$ cat src/rtl/pixel_arb_settings.svh
// Array geometry and FIFO depth; group sides and FIFO depth must be powers of two
`ifndef PIXEL_ARB_SETTINGS_SVH
`define PIXEL_ARB_SETTINGS_SVH

// Pixels per group side
`define PIX_GRP_ROWS 4
`define PIX_GRP_COLS 4

// Groups per array side
`define PIX_GRPS_X 2
`define PIX_GRPS_Y 2

// Event FIFO entries
`define EVT_FIFO_DEPTH 8

`endif

$ cat src/rtl/pixel_arb_pkg.sv
// Shared types; widths follow the settings header, square groups and a square array assumed
`include "pixel_arb_settings.svh"

package pixel_arb_pkg;

    typedef logic [$clog2(`PIX_GRP_ROWS)-1:0] grp_addr_t;                // Row or column inside a group
    typedef logic [$clog2(`PIX_GRP_ROWS*`PIX_GRPS_Y)-1:0] pix_addr_t;   // Global row or column
    typedef logic [$clog2(`PIX_GRPS_X*`PIX_GRPS_Y)-1:0] grp_sel_t;      // Group index
    typedef logic [$clog2(`EVT_FIFO_DEPTH):0] fifo_cnt_t;               // Occupancy 0 to depth

    typedef struct packed {
        pix_addr_t row;                                                  // Global row
        pix_addr_t col;                                                  // Global column
    } pix_event_t;

    typedef struct packed {
        logic        cyc;                                                // Bus cycle
        logic        stb;                                                // Strobe
        logic        we;                                                 // Write enable
        logic [3:0]  adr;                                                // Byte address
        logic [31:0] dat;                                                // Write data
    } wb_req_t;

    typedef struct packed {
        logic        ack;                                                // Single-cycle ack
        logic [31:0] dat;                                                // Read data
    } wb_rsp_t;

    typedef enum logic [1:0] {
        IDLE      = 2'b00,                                               // Waiting for enable
        ROW_GRANT = 2'b01,                                               // Row selection cycle
        COL_GRANT = 2'b10                                                // Serving the chosen row
    } l1_state_t;

endpackage

$ cat src/rtl/column_arbiter.sv
// One grant per enabled cycle in ascending column order; grant is cleared when not enabled
`timescale 1ns/1ps
`include "pixel_arb_settings.svh"

module column_arbiter (
    input  logic                          clk_i,
    input  logic                          reset_i,
    input  logic                          enable_i,     // Grant a column this cycle
    input  logic                          start_i,      // New row, clear the mask
    input  logic [`PIX_GRP_COLS-1:0]      req_i,        // Columns of the chosen row
    output logic [`PIX_GRP_COLS-1:0]      gnt_o,        // Registered one-hot grant
    output pixel_arb_pkg::grp_addr_t      yadd_o,       // Granted column
    output logic                          row_done_o    // No column left in this row
);
    import pixel_arb_pkg::*;

    logic [$clog2(`PIX_GRP_COLS):0] ptr_q;              // Columns below are masked
    grp_addr_t                      sel;
    logic                           found;

    always_comb
    begin
        sel   = '0;
        found = 1'b0;
        for (int i = `PIX_GRP_COLS - 1; i >= 0; i--)
        begin
            if (req_i[i] && (i >= int'(ptr_q)))         // Mask hides a falling request
            begin
                sel   = grp_addr_t'(i);
                found = 1'b1;
            end
        end
    end

    assign row_done_o = !found;

    always_ff @(posedge clk_i or posedge reset_i)
    begin
        if (reset_i)
        begin
            ptr_q  <= '0;
            gnt_o  <= '0;
            yadd_o <= '0;
        end
        else if (start_i)
        begin
            ptr_q <= '0;
            gnt_o <= '0;
        end
        else if (enable_i && found)
        begin
            gnt_o  <= `PIX_GRP_COLS'(1) << sel;         // Grant shows next cycle
            yadd_o <= sel;
            ptr_q  <= {1'b0, sel} + 1'b1;
        end
        else
            gnt_o <= '0;                                // One-cycle grant
    end

endmodule

$ cat src/rtl/event_fifo.sv
// Event FIFO; a push while full is not guarded here, the arbiter stalls instead
`timescale 1ns/1ps
`include "pixel_arb_settings.svh"

module event_fifo (
    input  logic                         clk_i,
    input  logic                         reset_i,
    input  logic                         push_i,
    input  pixel_arb_pkg::pix_event_t    evt_i,
    input  logic                         pop_i,
    output pixel_arb_pkg::pix_event_t    evt_o,        // Head entry, valid when not empty
    output pixel_arb_pkg::fifo_cnt_t     count_o,
    output logic                         empty_o,
    output logic                         full_o
);
    import pixel_arb_pkg::*;

    localparam int AW = $clog2(`EVT_FIFO_DEPTH);

    pix_event_t        mem [`EVT_FIFO_DEPTH];
    logic [AW-1:0]     wr_ptr_q, rd_ptr_q;           // Wrap naturally

    always_ff @(posedge clk_i)
    begin
        if (push_i)
            mem[wr_ptr_q] <= evt_i;
    end

    always_ff @(posedge clk_i or posedge reset_i)
    begin
        if (reset_i)
        begin
            wr_ptr_q <= '0;
            rd_ptr_q <= '0;
            count_o  <= '0;
        end
        else
        begin
            if (push_i)
                wr_ptr_q <= wr_ptr_q + 1'b1;
            if (pop_i)
                rd_ptr_q <= rd_ptr_q + 1'b1;
            if (push_i && !pop_i)
                count_o <= count_o + 1'b1;
            else if (pop_i && !push_i)
                count_o <= count_o - 1'b1;
        end
    end

    assign evt_o   = mem[rd_ptr_q];
    assign empty_o = (count_o == '0);
    assign full_o  = (count_o == fifo_cnt_t'(`EVT_FIFO_DEPTH));

    a_no_pop_empty: assert property (@(posedge clk_i) disable iff (reset_i)
                                     pop_i |-> !empty_o);

endmodule

$ cat src/rtl/pixel_level_1.sv
// Group arbiter for one 4x4 group; losing the enable drops a pending grant and restarts the scan
`timescale 1ns/1ps
`include "pixel_arb_settings.svh"

module pixel_level_1 (
    input  logic                                      clk_i,
    input  logic                                      reset_i,
    input  logic                                      enable_i,       // Group selected and not stalled
    input  logic [`PIX_GRP_ROWS*`PIX_GRP_COLS-1:0]    req_i,          // Index row*cols+col
    output logic [`PIX_GRP_ROWS*`PIX_GRP_COLS-1:0]    gnt_o,          // One-hot or zero
    output pixel_arb_pkg::grp_addr_t                  x_add_o,        // Local row
    output pixel_arb_pkg::grp_addr_t                  y_add_o,        // Local column
    output logic                                      gnt_valid_o,
    output logic                                      grp_req_o,      // Any request in group
    output logic                                      grp_release_o   // All pending served
);
    import pixel_arb_pkg::*;

    l1_state_t                 state_q, state_d;
    logic [`PIX_GRP_ROWS-1:0]  row_req;
    logic [`PIX_GRP_COLS-1:0]  col_req;
    logic [`PIX_GRP_ROWS-1:0]  row_gnt;
    logic [`PIX_GRP_COLS-1:0]  col_gnt;
    logic                      x_en, y_en, refresh, start, release_d;
    logic                      pass_done, row_done;

    assign grp_req_o = |req_i;

    always_comb
    begin
        for (int r = 0; r < `PIX_GRP_ROWS; r++)
            row_req[r] = |req_i[r*`PIX_GRP_COLS +: `PIX_GRP_COLS];    // Row has a request
        for (int c = 0; c < `PIX_GRP_COLS; c++)
            col_req[c] = req_i[int'(x_add_o)*`PIX_GRP_COLS + c];      // Chosen row only
    end

    always_comb
    begin
        state_d   = state_q;
        x_en      = 1'b0;
        y_en      = 1'b0;
        refresh   = 1'b0;
        start     = 1'b0;
        release_d = 1'b0;
        if (!enable_i)
        begin
            state_d = IDLE;                              // Enable lost, restart later
            refresh = 1'b1;
        end
        else
        begin
            case (state_q)
                IDLE: state_d = ROW_GRANT;
                ROW_GRANT:
                begin
                    x_en = 1'b1;
                    if (pass_done)
                    begin
                        state_d   = IDLE;                // Nothing left at all
                        release_d = 1'b1;
                        refresh   = 1'b1;
                    end
                    else
                    begin
                        state_d = COL_GRANT;             // Row latched at this edge
                        start   = 1'b1;
                    end
                end
                COL_GRANT:
                begin
                    y_en = 1'b1;
                    if (row_done)
                    begin
                        if (pass_done)
                        begin
                            state_d   = IDLE;            // Last row finished
                            release_d = 1'b1;
                            refresh   = 1'b1;
                        end
                        else
                            state_d = ROW_GRANT;
                    end
                end
                default: state_d = IDLE;
            endcase
        end
    end

    always_ff @(posedge clk_i or posedge reset_i)
    begin
        if (reset_i)
        begin
            state_q       <= IDLE;
            grp_release_o <= 1'b0;
        end
        else
        begin
            state_q       <= state_d;
            grp_release_o <= release_d;                  // Pulse one cycle after last grant
        end
    end

    always_comb
    begin
        for (int r = 0; r < `PIX_GRP_ROWS; r++)
            for (int c = 0; c < `PIX_GRP_COLS; c++)
                gnt_o[r*`PIX_GRP_COLS + c] = row_gnt[r] & col_gnt[c] & enable_i;
    end

    assign gnt_valid_o = (|col_gnt) & enable_i;          // Suppressed while stalled

    row_arbiter i_row_arb (
        .clk_i       (clk_i),
        .reset_i     (reset_i),
        .enable_i    (x_en),
        .refresh_i   (refresh),
        .req_i       (row_req),
        .gnt_o       (row_gnt),
        .xadd_o      (x_add_o),
        .pass_done_o (pass_done)
    );

    column_arbiter i_col_arb (
        .clk_i       (clk_i),
        .reset_i     (reset_i),
        .enable_i    (y_en),
        .start_i     (start),
        .req_i       (col_req),
        .gnt_o       (col_gnt),
        .yadd_o      (y_add_o),
        .row_done_o  (row_done)
    );

    a_gnt_onehot: assert property (@(posedge clk_i) disable iff (reset_i) $onehot0(gnt_o));

endmodule

$ cat src/rtl/pixel_level_2.sv
// Rotates the enable over four groups; a full FIFO stalls the active group, which rescans
`timescale 1ns/1ps
`include "pixel_arb_settings.svh"

module pixel_level_2 (
    input  logic                         clk_i,
    input  logic                         reset_i,
    input  logic                         run_i,          // Arbitration enable from host
    input  logic                         fifo_full_i,
    input  logic [63:0]                  pix_req_i,      // Index row*8+col
    output logic [63:0]                  pix_gnt_o,
    output logic                         evt_push_o,
    output pixel_arb_pkg::pix_event_t    evt_o
);
    import pixel_arb_pkg::*;

    localparam int NG  = `PIX_GRPS_X * `PIX_GRPS_Y;
    localparam int GSZ = `PIX_GRP_ROWS * `PIX_GRP_COLS;
    localparam int RW  = `PIX_GRP_COLS * `PIX_GRPS_X;    // Array row width

    logic [NG-1:0][GSZ-1:0] grp_req, grp_gnt;
    grp_addr_t [NG-1:0]     x_add, y_add;
    logic [NG-1:0]          grp_valid, grp_any, grp_rel, grp_en;
    grp_sel_t               act_q, nxt;
    logic                   act_valid_q, nxt_found;

    for (genvar g = 0; g < NG; g++)
    begin : g_grp
        for (genvar r = 0; r < `PIX_GRP_ROWS; r++)
        begin : g_row
            for (genvar c = 0; c < `PIX_GRP_COLS; c++)
            begin : g_col
                localparam int P = ((g / `PIX_GRPS_X) * `PIX_GRP_ROWS + r) * RW
                                   + (g % `PIX_GRPS_X) * `PIX_GRP_COLS + c;
                assign grp_req[g][r*`PIX_GRP_COLS + c] = pix_req_i[P];
                assign pix_gnt_o[P] = grp_gnt[g][r*`PIX_GRP_COLS + c];
            end
        end

        assign grp_en[g] = act_valid_q & (act_q == grp_sel_t'(g)) & run_i
                           & ~fifo_full_i & ~grp_rel[g];  // Off on the release cycle

        pixel_level_1 i_l1 (
            .clk_i         (clk_i),
            .reset_i       (reset_i),
            .enable_i      (grp_en[g]),
            .req_i         (grp_req[g]),
            .gnt_o         (grp_gnt[g]),
            .x_add_o       (x_add[g]),
            .y_add_o       (y_add[g]),
            .gnt_valid_o   (grp_valid[g]),
            .grp_req_o     (grp_any[g]),
            .grp_release_o (grp_rel[g])
        );
    end

    // Next requesting group after the active one with itself last
    always_comb
    begin
        nxt       = act_q;
        nxt_found = 1'b0;
        for (int k = NG; k >= 1; k--)
        begin
            if (grp_any[grp_sel_t'(int'(act_q) + k)])
            begin
                nxt       = grp_sel_t'(int'(act_q) + k);
                nxt_found = 1'b1;
            end
        end
    end

    always_ff @(posedge clk_i or posedge reset_i)
    begin
        if (reset_i)
        begin
            act_q       <= grp_sel_t'(NG - 1);           // Group 0 goes first
            act_valid_q <= 1'b0;
        end
        else if (!act_valid_q || grp_rel[act_q])
        begin
            act_valid_q <= nxt_found;
            act_q       <= nxt;
        end
    end

    assign evt_push_o = |grp_valid;                      // Same cycle as the grant
    assign evt_o.row  = pix_addr_t'((int'(act_q) / `PIX_GRPS_X) * `PIX_GRP_ROWS)
                        + pix_addr_t'(x_add[act_q]);
    assign evt_o.col  = pix_addr_t'((int'(act_q) % `PIX_GRPS_X) * `PIX_GRP_COLS)
                        + pix_addr_t'(y_add[act_q]);

    a_no_push_full: assert property (@(posedge clk_i) disable iff (reset_i)
                                     fifo_full_i |-> !evt_push_o);
    a_push_gnt:     assert property (@(posedge clk_i) disable iff (reset_i)
                                     evt_push_o == (|pix_gnt_o));

endmodule

$ cat src/rtl/pixel_readout_top.sv
// Readout top for the 8x8 array; single Wishbone master, no interrupt
`timescale 1ns/1ps

module pixel_readout_top (
    input  logic                      clk_i,
    input  logic                      reset_i,
    input  logic [63:0]               pix_req_i,     // Index row*8+col
    input  pixel_arb_pkg::wb_req_t    wb_i,
    output logic [63:0]               pix_gnt_o,
    output pixel_arb_pkg::wb_rsp_t    wb_o
);
    import pixel_arb_pkg::*;

    pix_event_t push_evt, head_evt;
    fifo_cnt_t  count;
    logic       push, pop, empty, full, run;

    pixel_level_2 i_l2 (
        .clk_i       (clk_i),
        .reset_i     (reset_i),
        .run_i       (run),
        .fifo_full_i (full),
        .pix_req_i   (pix_req_i),
        .pix_gnt_o   (pix_gnt_o),
        .evt_push_o  (push),
        .evt_o       (push_evt)
    );

    event_fifo i_fifo (
        .clk_i   (clk_i),
        .reset_i (reset_i),
        .push_i  (push),
        .evt_i   (push_evt),
        .pop_i   (pop),
        .evt_o   (head_evt),
        .count_o (count),
        .empty_o (empty),
        .full_o  (full)
    );

    readout_wb_slave i_wb (
        .clk_i   (clk_i),
        .reset_i (reset_i),
        .wb_i    (wb_i),
        .evt_i   (head_evt),
        .count_i (count),
        .empty_i (empty),
        .full_i  (full),
        .wb_o    (wb_o),
        .pop_o   (pop),
        .run_o   (run)
    );

endmodule

$ cat src/rtl/readout_wb_slave.sv
// Wishbone classic slave, one ack per strobe; only address bits 3:2 are decoded
`timescale 1ns/1ps

module readout_wb_slave (
    input  logic                         clk_i,
    input  logic                         reset_i,
    input  pixel_arb_pkg::wb_req_t       wb_i,
    input  pixel_arb_pkg::pix_event_t    evt_i,       // FIFO head
    input  pixel_arb_pkg::fifo_cnt_t     count_i,
    input  logic                         empty_i,
    input  logic                         full_i,
    output pixel_arb_pkg::wb_rsp_t       wb_o,
    output logic                         pop_o,       // One pop per EVENT read
    output logic                         run_o        // CONTROL bit 0
);
    import pixel_arb_pkg::*;

    logic        ack_q, done_q;                      // Done blocks a second ack
    logic [31:0] rdat_q, rdat;
    logic        take;

    assign take  = wb_i.cyc & wb_i.stb & ~ack_q & ~done_q;
    assign pop_o = take & ~wb_i.we & (wb_i.adr[3:2] == 2'd0) & ~empty_i;

    always_comb
    begin
        case (wb_i.adr[3:2])
            2'd0:    rdat = {~empty_i, 25'd0, evt_i.row, evt_i.col};  // Zero when empty
            2'd1:    rdat = {26'd0, full_i, empty_i, count_i};
            2'd2:    rdat = {31'd0, run_o};
            default: rdat = '0;
        endcase
        if (empty_i && wb_i.adr[3:2] == 2'd0)
            rdat = '0;
    end

    always_ff @(posedge clk_i or posedge reset_i)
    begin
        if (reset_i)
        begin
            ack_q  <= 1'b0;
            done_q <= 1'b0;
            run_o  <= 1'b0;
        end
        else
        begin
            ack_q  <= take;                          // One cycle after strobe
            done_q <= wb_i.cyc & wb_i.stb & (done_q | ack_q);
            if (take && wb_i.we && wb_i.adr[3:2] == 2'd2)
                run_o <= wb_i.dat[0];
        end
    end

    always_ff @(posedge clk_i)
    begin
        if (take)
            rdat_q <= rdat;                          // Captured with the pop
    end

    assign wb_o.ack = ack_q;
    assign wb_o.dat = rdat_q;

endmodule

$ cat src/rtl/row_arbiter.sv
// Round-robin row pick above a pointer; refresh wins over enable and restarts at row 0
`timescale 1ns/1ps
`include "pixel_arb_settings.svh"

module row_arbiter (
    input  logic                          clk_i,
    input  logic                          reset_i,
    input  logic                          enable_i,     // Select a row this cycle
    input  logic                          refresh_i,    // New pass from row 0
    input  logic [`PIX_GRP_ROWS-1:0]      req_i,        // One bit per row
    output logic [`PIX_GRP_ROWS-1:0]      gnt_o,        // Chosen row, one-hot
    output pixel_arb_pkg::grp_addr_t      xadd_o,       // Chosen row address
    output logic                          pass_done_o   // Nothing left above pointer
);
    import pixel_arb_pkg::*;

    logic [$clog2(`PIX_GRP_ROWS):0] ptr_q;              // Next row to consider, may reach N
    grp_addr_t                      sel;
    logic                           found;

    // Lowest requesting row at or above the pointer
    always_comb
    begin
        sel   = '0;
        found = 1'b0;
        for (int i = `PIX_GRP_ROWS - 1; i >= 0; i--)
        begin
            if (req_i[i] && (i >= int'(ptr_q)))
            begin
                sel   = grp_addr_t'(i);
                found = 1'b1;
            end
        end
    end

    assign pass_done_o = !found;                        // Pass exhausted

    always_ff @(posedge clk_i or posedge reset_i)
    begin
        if (reset_i)
        begin
            ptr_q  <= '0;
            gnt_o  <= '0;
            xadd_o <= '0;
        end
        else if (refresh_i)
        begin
            ptr_q <= '0;                                // Back to row 0
            gnt_o <= '0;
        end
        else if (enable_i)
        begin
            if (found)
            begin
                gnt_o  <= `PIX_GRP_ROWS'(1) << sel;     // Latch the row
                xadd_o <= sel;
                ptr_q  <= {1'b0, sel} + 1'b1;           // Skip past it
            end
            else
                gnt_o <= '0;
        end
    end

endmodule

$ cat config.mk
export PLATFORM = sky130hd
export DESIGN_NAME = pixel_readout_top
export DESIGN_NICKNAME = d
export VERILOG_FILES = /design/src/rtl/pixel_arb_pkg.sv /design/src/rtl/column_arbiter.sv /design/src/rtl/event_fifo.sv /design/src/rtl/pixel_level_1.sv /design/src/rtl/pixel_level_2.sv /design/src/rtl/pixel_readout_top.sv /design/src/rtl/readout_wb_slave.sv /design/src/rtl/row_arbiter.sv
export VERILOG_INCLUDE_DIRS = /design/src /design/src/rtl
export SDC_FILE = /design/constraint.sdc
export NUM_CORES = 1
export LEC_CHECK = 0
export BUFFER_PORTS_ARGS = -buffer_cell sky130_fd_sc_hd__buf_4
export CELL_PAD_IN_SITES_DETAIL_PLACEMENT = 1
export CELL_PAD_IN_SITES_GLOBAL_PLACEMENT = 1
export CORE_ASPECT_RATIO = 0.6
export CORE_MARGIN = 2
export CORE_UTILIZATION = 43
export DETAILED_ROUTE_END_ITERATION = 8
export PLACE_DENSITY_LB_ADDON = 0.1
export SETUP_SLACK_MARGIN = 0.1
export SYNTH_ARGS = -nofsm -noshare
export SYNTH_HDL_FRONTEND = slang
export SYNTH_SLANG_ARGS = --single-unit
$ cat constraint.sdc
create_clock -name clk_i -period 3.55 [get_ports clk_i]
set_clock_uncertainty 0.15 [all_clocks]
set_input_delay 0.1775 -clock clk_i [delete_from_list [all_inputs] [get_ports clk_i]]
set_output_delay 0.1775 -clock clk_i [all_outputs]
set_load 0.005 [all_outputs]
# After elaboration in Yosys (flattened, before gate mapping)
# Memories as Yosys holds them, arrays and structs flattened.
# Cells that the tools add are included.
[classes] add_sub_neg=30 order_cmp=53 n_eq_ne=18 n_shift=8 muxes=243 n_bitwise=173 reduce_logical=104
[ops] cell="AND 1 bit" count=155
[ops] cell="2-to-1 mux 1 bit" count=119
[ops] cell="2-to-1 mux 2 bit" count=50
[ops] cell="case mux 32 bit (3 select lines)" count=1
[ops] cell="2-to-1 mux 4 bit" count=22
[ops] cell="OR reduction 4 bit" count=21
[ops] cell="OR reduction 16 bit" count=4
[ops] cell="less-than comparator 5 bit, second input constant" count=12
[ops] cell="2-to-1 mux 3 bit" count=20
[ops] cell="binary-select mux 1 bit (select 4 bit)" count=12
[ops] cell=">= comparator 1 x 3 -> 1 bit, first input constant" count=16
[ops] cell=">= comparator 2 x 3 -> 1 bit, first input constant" count=16
[ops] cell="logical AND 1 bit" count=41
[ops] cell="adder 4 x 2 -> 5 bit, second input constant" count=8
[ops] cell="left shift 1 x 2 -> 4 bit, first input constant" count=8
[ops] cell="nonzero test 2 bit" count=13
[ops] cell="adder 2 x 1 -> 3 bit, second input constant" count=8
[ops] cell="case mux 2 bit (3 select lines)" count=4
[ops] cell="adder 4 x 1 -> 5 bit, second input constant" count=4
[ops] cell="less-than comparator 4 x 5 -> 1 bit, second input constant" count=4
[ops] cell="binary-select mux 1 bit (select 2 bit)" count=9
[ops] cell="AND reduction 2 bit" count=9
[ops] cell="inverter 1 bit" count=17
[ops] cell="less-than comparator 2 x 3 -> 1 bit, second input constant" count=5
[ops] cell="19 further kinds" count=51
[totals] regBits=132 mem_bits_rw=48 inputBits=105 out_inout_bits=97 elab_cells=671 mem_count=1
[mem_list] name="i_fifo.mem" words=8 width=6 rd=1 rd_ports_with_merged_regs=0 write_ports=1 line="event_fifo.sv:20" rtl="pix_event_t mem [`EVT_FIFO_DEPTH];"

# Depth between registers and ports, before layout
[logic_depth] word_depth=14 mapped_depth=15 ltp_nobuf=14

# By module
# From an unflattened synthesis, not the netlist that was laid out.
[unflattened] cells_unflattened=967 hier_area_um2=10278.6
[by_module_without_submodules] mod="event_fifo" instances=1 cells_per_inst=130 area_each_um2=2454.9 seq_area_each_um2=1691.6
[by_module_without_submodules] mod="column_arbiter" instances=4 cells_per_inst=57 area_each_um2=526.8 seq_area_each_um2=225.2
[by_module_without_submodules] mod="pixel_level_1" instances=4 cells_per_inst=55 area_each_um2=499.2 seq_area_each_um2=75.1
[by_module_without_submodules] mod="row_arbiter at i_l2.g_grp[0].i_l1.i_row_arb ..." instances=3 cells_per_inst=68 area_each_um2=626.9 seq_area_each_um2=225.2
[by_module_without_submodules] mod="readout_wb_slave" instances=1 cells_per_inst=64 area_each_um2=648.1 seq_area_each_um2=285.3
[by_module_without_submodules] mod="row_arbiter at i_l2.g_grp[3].i_l1.i_row_arb" instances=1 cells_per_inst=67 area_each_um2=641.9 seq_area_each_um2=225.2
[by_module_without_submodules] mod="pixel_level_2" instances=1 cells_per_inst=54 area_each_um2=549.3 seq_area_each_um2=77.6

# Worst setup path before layout
# No wires, ideal clock.
[synth_timing] kind="flip-flop to flip-flop" from="reg i_l2.act_q[0]" to="reg i_fifo.count_o[3]" setup_time_ps=125 arrival_ps=2756 t_required_ps=3275 slack_ps=518 path_stages_with_launch=16 n_path_buf=1 synth_period_minus_slack_ps=3032 cell_sequence="dfstp_2 -> buf_2 -> inv_1 -> ha_1 -> nand2b_1 -> o22ai_1 -> nor2_1 -> nor2_1 -> ha_1 -> inv_1 -> ha_1 -> a21o_1 -> a21oi_1 -> xnor2_1 -> nor2_1 -> xor2_1"
[synth_via] elab_chain_len=10 word_cells_on_any_way=30 cone_classes="eq/ne: 3; mux: 1; bitwise: 20; reduce/logical: 6"
[synth_rtl] item="from (decl)" line="pixel_level_2.sv:24" rtl="grp_sel_t act_q, nxt;"
[synth_rtl] item="from (signal assigned)" line="pixel_level_2.sv:76" rtl="act_q <= grp_sel_t'(NG - 1);"
[synth_rtl] item="from (signal assigned)" line="pixel_level_2.sv:82" rtl="act_q <= nxt;"
[synth_rtl] item="== test 2 bit, or another cell as far along" line="pixel_level_2.sv:40" rtl="assign grp_en[g] = act_valid_q & (act_q == grp_sel_t'(g)) & run_i"
[synth_rtl] item="AND 1 bit (2 in a row)" line="pixel_level_2.sv:40"
[synth_rtl] item="AND 1 bit (2 in a row)" line="pixel_level_2.sv:41" rtl="& ~fifo_full_i & ~grp_rel[g];"
[synth_rtl] item="AND 1 bit" line="pixel_level_1.sv:110" rtl="assign gnt_valid_o = (|col_gnt) & enable_i;"
[synth_rtl] item="OR reduction 4 bit (*)" line="pixel_level_2.sv:86" rtl="assign evt_push_o = |grp_valid;"
[synth_rtl] item="net i_fifo.push_i" line="event_fifo.sv:8" rtl="input logic push_i,"
[synth_rtl] item="zero test 1 bit" line="event_fifo.sv:45" rtl="else if (pop_i && !push_i)"
[synth_rtl] item="logical AND 1 bit" line="event_fifo.sv:45"
[synth_rtl] item="nonzero test 2 bit (no source line)"
[synth_rtl] item="to (signal assigned)" line="event_fifo.sv:44" rtl="count_o <= count_o + 1'b1;"
[synth_rtl] item="to (signal assigned)" line="event_fifo.sv:46" rtl="count_o <= count_o - 1'b1;"
[synth_rtl] item="to (decl)" line="event_fifo.sv:12" rtl="output pixel_arb_pkg::fifo_cnt_t count_o,"
# Mark *: on every way through the listed nets, which the timed path passes. The rest lies on a longest branch.
# A chain may end at the register's enable or synchronous reset.

# Worst setup path after layout
# Same ends and word-level chain as after synthesis.

==> out/qor.yml <==
period_share_pct: 86.8
p_sw_uw: 1520
yosys.area_share.simple_pct: 18.3
port_buffers: 143
crit_chain: "ha_1 > nand2b_1 > o22ai_1 > nor2_1 > nor2_1 > ha_1 > inv_1 > ha_1 > a21o_1 > a21oi_1 > xnor2_1 > nor2_1 > xor2_1"
wl_mm: 25.4
grt_max_degree: 65
critical_path_class: "flop to flop"
ioPinCount: 202
multiInputGateArea_um2: 4580
synth_cell_type_count: 75
grt_pass1_vias: 7375
hold_viol_final: 0
floorplan.die_area_um2: 22600
place_inst: 1226
synth_compound_area_share_pct: 10.4
internal_power_uw: 3450
cts_tree: "yes"
fmax_mhz: 324
synth.area.top_cells: "dfrtp_1, edfxtp_1, mux4_2"
power_density_nw_per_um2: 446
max_cap_viol_count: 0
end_kind: "flop"
drt_first_pass_iters: 5
die_x_um: 193
ys_seq_area_share_pct: 45.3
crit_slowest_cell: "dfstp_2"
synthMostInstantiatedCell: "dfrtp_1"
gp_congestion: 0.858
core_area_um2: 21000
seq_power_share_pct: 43.6
synth_top_flop_cell: "dfrtp_1"
crit_path_max_incr_delay_ps: 590
root_buffer: "clkbuf_16"
cts_setup_buffers: 0
htreeDepth: 4
grt-ovfl-total: 0
worstPathMaxFanout: 5
yosysTopAreaCell: "dfrtp_1"
synth_top_area_share_pct: 26.7
routed_via_density: 5.61
numClockSinks: 155
die_h_um: 117
detail_route.wl_per_cell_um: 20.1
diodes: 0
drive_gt1_share_pct: 26.0
start_util_pct: 43.7
p_comb_share_pct: 20.6
cts_resized: 0
cts_buffers: 17
final-setup-viol-count: 0
synthArstFlopShare_pct: 64.5
setup_tns_ps: 0
p_sw_share_pct: 30.6
grt_pass1_wl_mm: 40.5
fill_cells: 2250
track_usage_pct: 23.6
instances_no_fill: 1264
critPathTopFamily: "adder cells"
slew_viol_final: 0
synth_xor_area_share_pct: 0.859
netlist_area_um2: 9170
vdd_ir_drop_max_v: 0.000350
clk_path_buf_depth: 2
rows: 41
drcViolationCount: 0
synthMuxAreaShare_pct: 11.3
crit_arrival_ps: 3250
final_antenna_net_count: 0
nets: 1135
path_clk_slew_ps: 70
cp_num_buf_inv: 1
ys_ff_latch: 155
first_iter_violations: 342
relSlewSlack_pct: 39.7
fin_crit_ps: 3080
rsz0062_at_grt: "no"
antenna_found_initial: 0
syn_avg_cell_area_um2: 11.2
p_leak_uw: 0.00501
register_area_um2: 4160
num_vias: 7092
crit_required_ps: 3710
area_delta_synth_final_pct: 21.2
status: "completed"
synth_enable_flop_cells: 55
worst_hold_path_type: "input pin to flop"
yosys-top-cells-count: "dfrtp_1, and3_1, ha_1"
worst_pin_slew_ps: 894
synthAdderAreaFrac_pct: 7.99
ys_warn_count: 0
pwr-share-clk_pct: 35.8
place_hpwl_mm: 19.6
startpoint_type: "flop"
netlist_instances: 821
synth_top_family_by_area: "simple AND/OR/NAND/NOR gates"
worstSkewPairLatency_ps: 430
==> state kept, by name (all words and copies together) (netlist names) <==
name / flops
i_l2.g_grp.i_l1.i_row_arb.gnt_o: 16
i_fifo.rd_ptr_q: 3
i_l2.g_grp.i_l1.i_col_arb.yadd_o: 8
i_wb.rdat_q: 7
i_wb.ack_q: 1
i_l2.g_grp.i_l1.i_col_arb.gnt_o: 16
i_l2.act_q: 2
i_l2.g_grp.i_l1.i_col_arb.ptr_q: 12
i_l2.act_valid_q: 1
i_l2.g_grp.i_l1.grp_release_o: 4
i_wb.run_o: 1
i_l2.g_grp.i_l1.state_q: 8
i_fifo.count_o: 4
i_fifo.mem: 48
i_fifo.wr_ptr_q: 3
i_l2.g_grp.i_l1.i_row_arb.ptr_q: 12
i_l2.g_grp.i_l1.i_row_arb.xadd_o: 8
i_wb.done_q: 1
==> power groups by stage <==
| stage | logic, µW | clock network (µW) | registers, µW |
|---|---|---|---|
| finish | 1020 | 1780 | 2160 |
| global route | 1130 | 1890 | 2190 |
| CTS | 1030 | 1810 | 2170 |
| detailed placement | 1010 | 0 | 2200 |
| global placement | 944 | 0 | 2190 |
| floorplan | 747 | 0 | 2100 |
==> path summary, 6_finish.rpt <==
path | startpoint | to | slack (ps) | depth (start not counted)
setup / recovery | i_l2.act_q[0] | i_fifo.count_o[3] | 470 | 13
hold / removal | wb_i[34] | i_wb.rdat_q[31] | 40 | 2
setup reg to reg | i_l2.act_q[0] | i_fifo.count_o[3] | 470 | 13
hold reg to reg | i_l2.g_grp[0].i_l1.i_col_arb.yadd_o[0] | i_l2.g_grp[0].i_l1.i_col_arb.yadd_o[0] | 340 | 1
max in group asynchronous | reset_i | i_l2.g_grp[3].i_l1.state_q[1] | 2210 | 4
min in group asynchronous | reset_i | i_fifo.rd_ptr_q[0] | 310 | 3
==> logic make-up (layout without fill, tap and decap cells) <==
family | Yosys count | after routing
xor gates and xnor gates | 9 | 9
AOI/OAI and AO/OA | 133 | 133
muxes | 57 | 57
and+or+nand+nor | 299 | 299
buffers and inverters | 109 | 249
DFF | 155 | 155
adders and majority gates | 58 | 58
other | 1 | 25
==> per-stage QoR <==
step	cell area, µm²	setup WS (ps)	hold WS (ps)	power (µW)	utilization, %
after floorplan	9260	518	166	2840	-
after global placement	10500	546	255	3130	50.0
after detailed placement	10500	460	267	3210	50.0
after CTS	11100	431	19.1	5010	53.0
after global routing	11100	229	42.4	5210	53.0
final	11100	467	43.3	4960	53.0
==> cell type report <==
| type | instances | share of cell area [%] |
|---|---|---|
| multi-input combinational | 581 | 41.2 |
| tap | 279 | 3.14 |
| clock inverter | 15 | 1.24 |
| sequential | 155 | 37.4 |
| inverter | 50 | 1.71 |
| clock buffer | 17 | 3.83 |
| timing repair buffer | 167 | 11.5 |
==> cells in the final DEF, fill, tap and decap left out, types with 7 or more instances in the layout <==
| master | n |
|---|---|
| mux2_1 | 9 |
| a22o_1 | 9 |
| nor4_1 | 23 |
| xnor2_1 | 7 |
| ha_1 | 57 |
| nand3_1 | 21 |
| mux2i_1 | 7 |
| o21ai_1 | 7 |
| a21oi_1 | 40 |
| mux4_2 | 35 |
| clkbuf_16 | 17 |
| nor3_1 | 18 |
| edfxtp_1 | 55 |
| and2_1 | 25 |
| buf_4 | 160 |
| nand2b_1 | 17 |
| and3_1 | 66 |
| inv_1 | 47 |
| a211oi_1 | 9 |
| a21o_1 | 8 |
| nand2_1 | 41 |
| conb_1 | 25 |
| nor2_1 | 48 |
| dfrtp_1 | 98 |
==> layer usage <==
metal  vias up  share of wire (%)  GRT usage [%]
li1       3277                  -              -
met1      3617                 49           34.0
met2       177                 46           37.9
met3        21                4.5           4.26
met4         0               0.66           4.68
met5         -                  0              0
==> timing repair <==
item	4_1_cts	5_1_grt
endpoints found under the hold margin	65	0
hold buffers	6	0
setup endpoints to repair	0	0
Power figures use the tool's default switching activity.
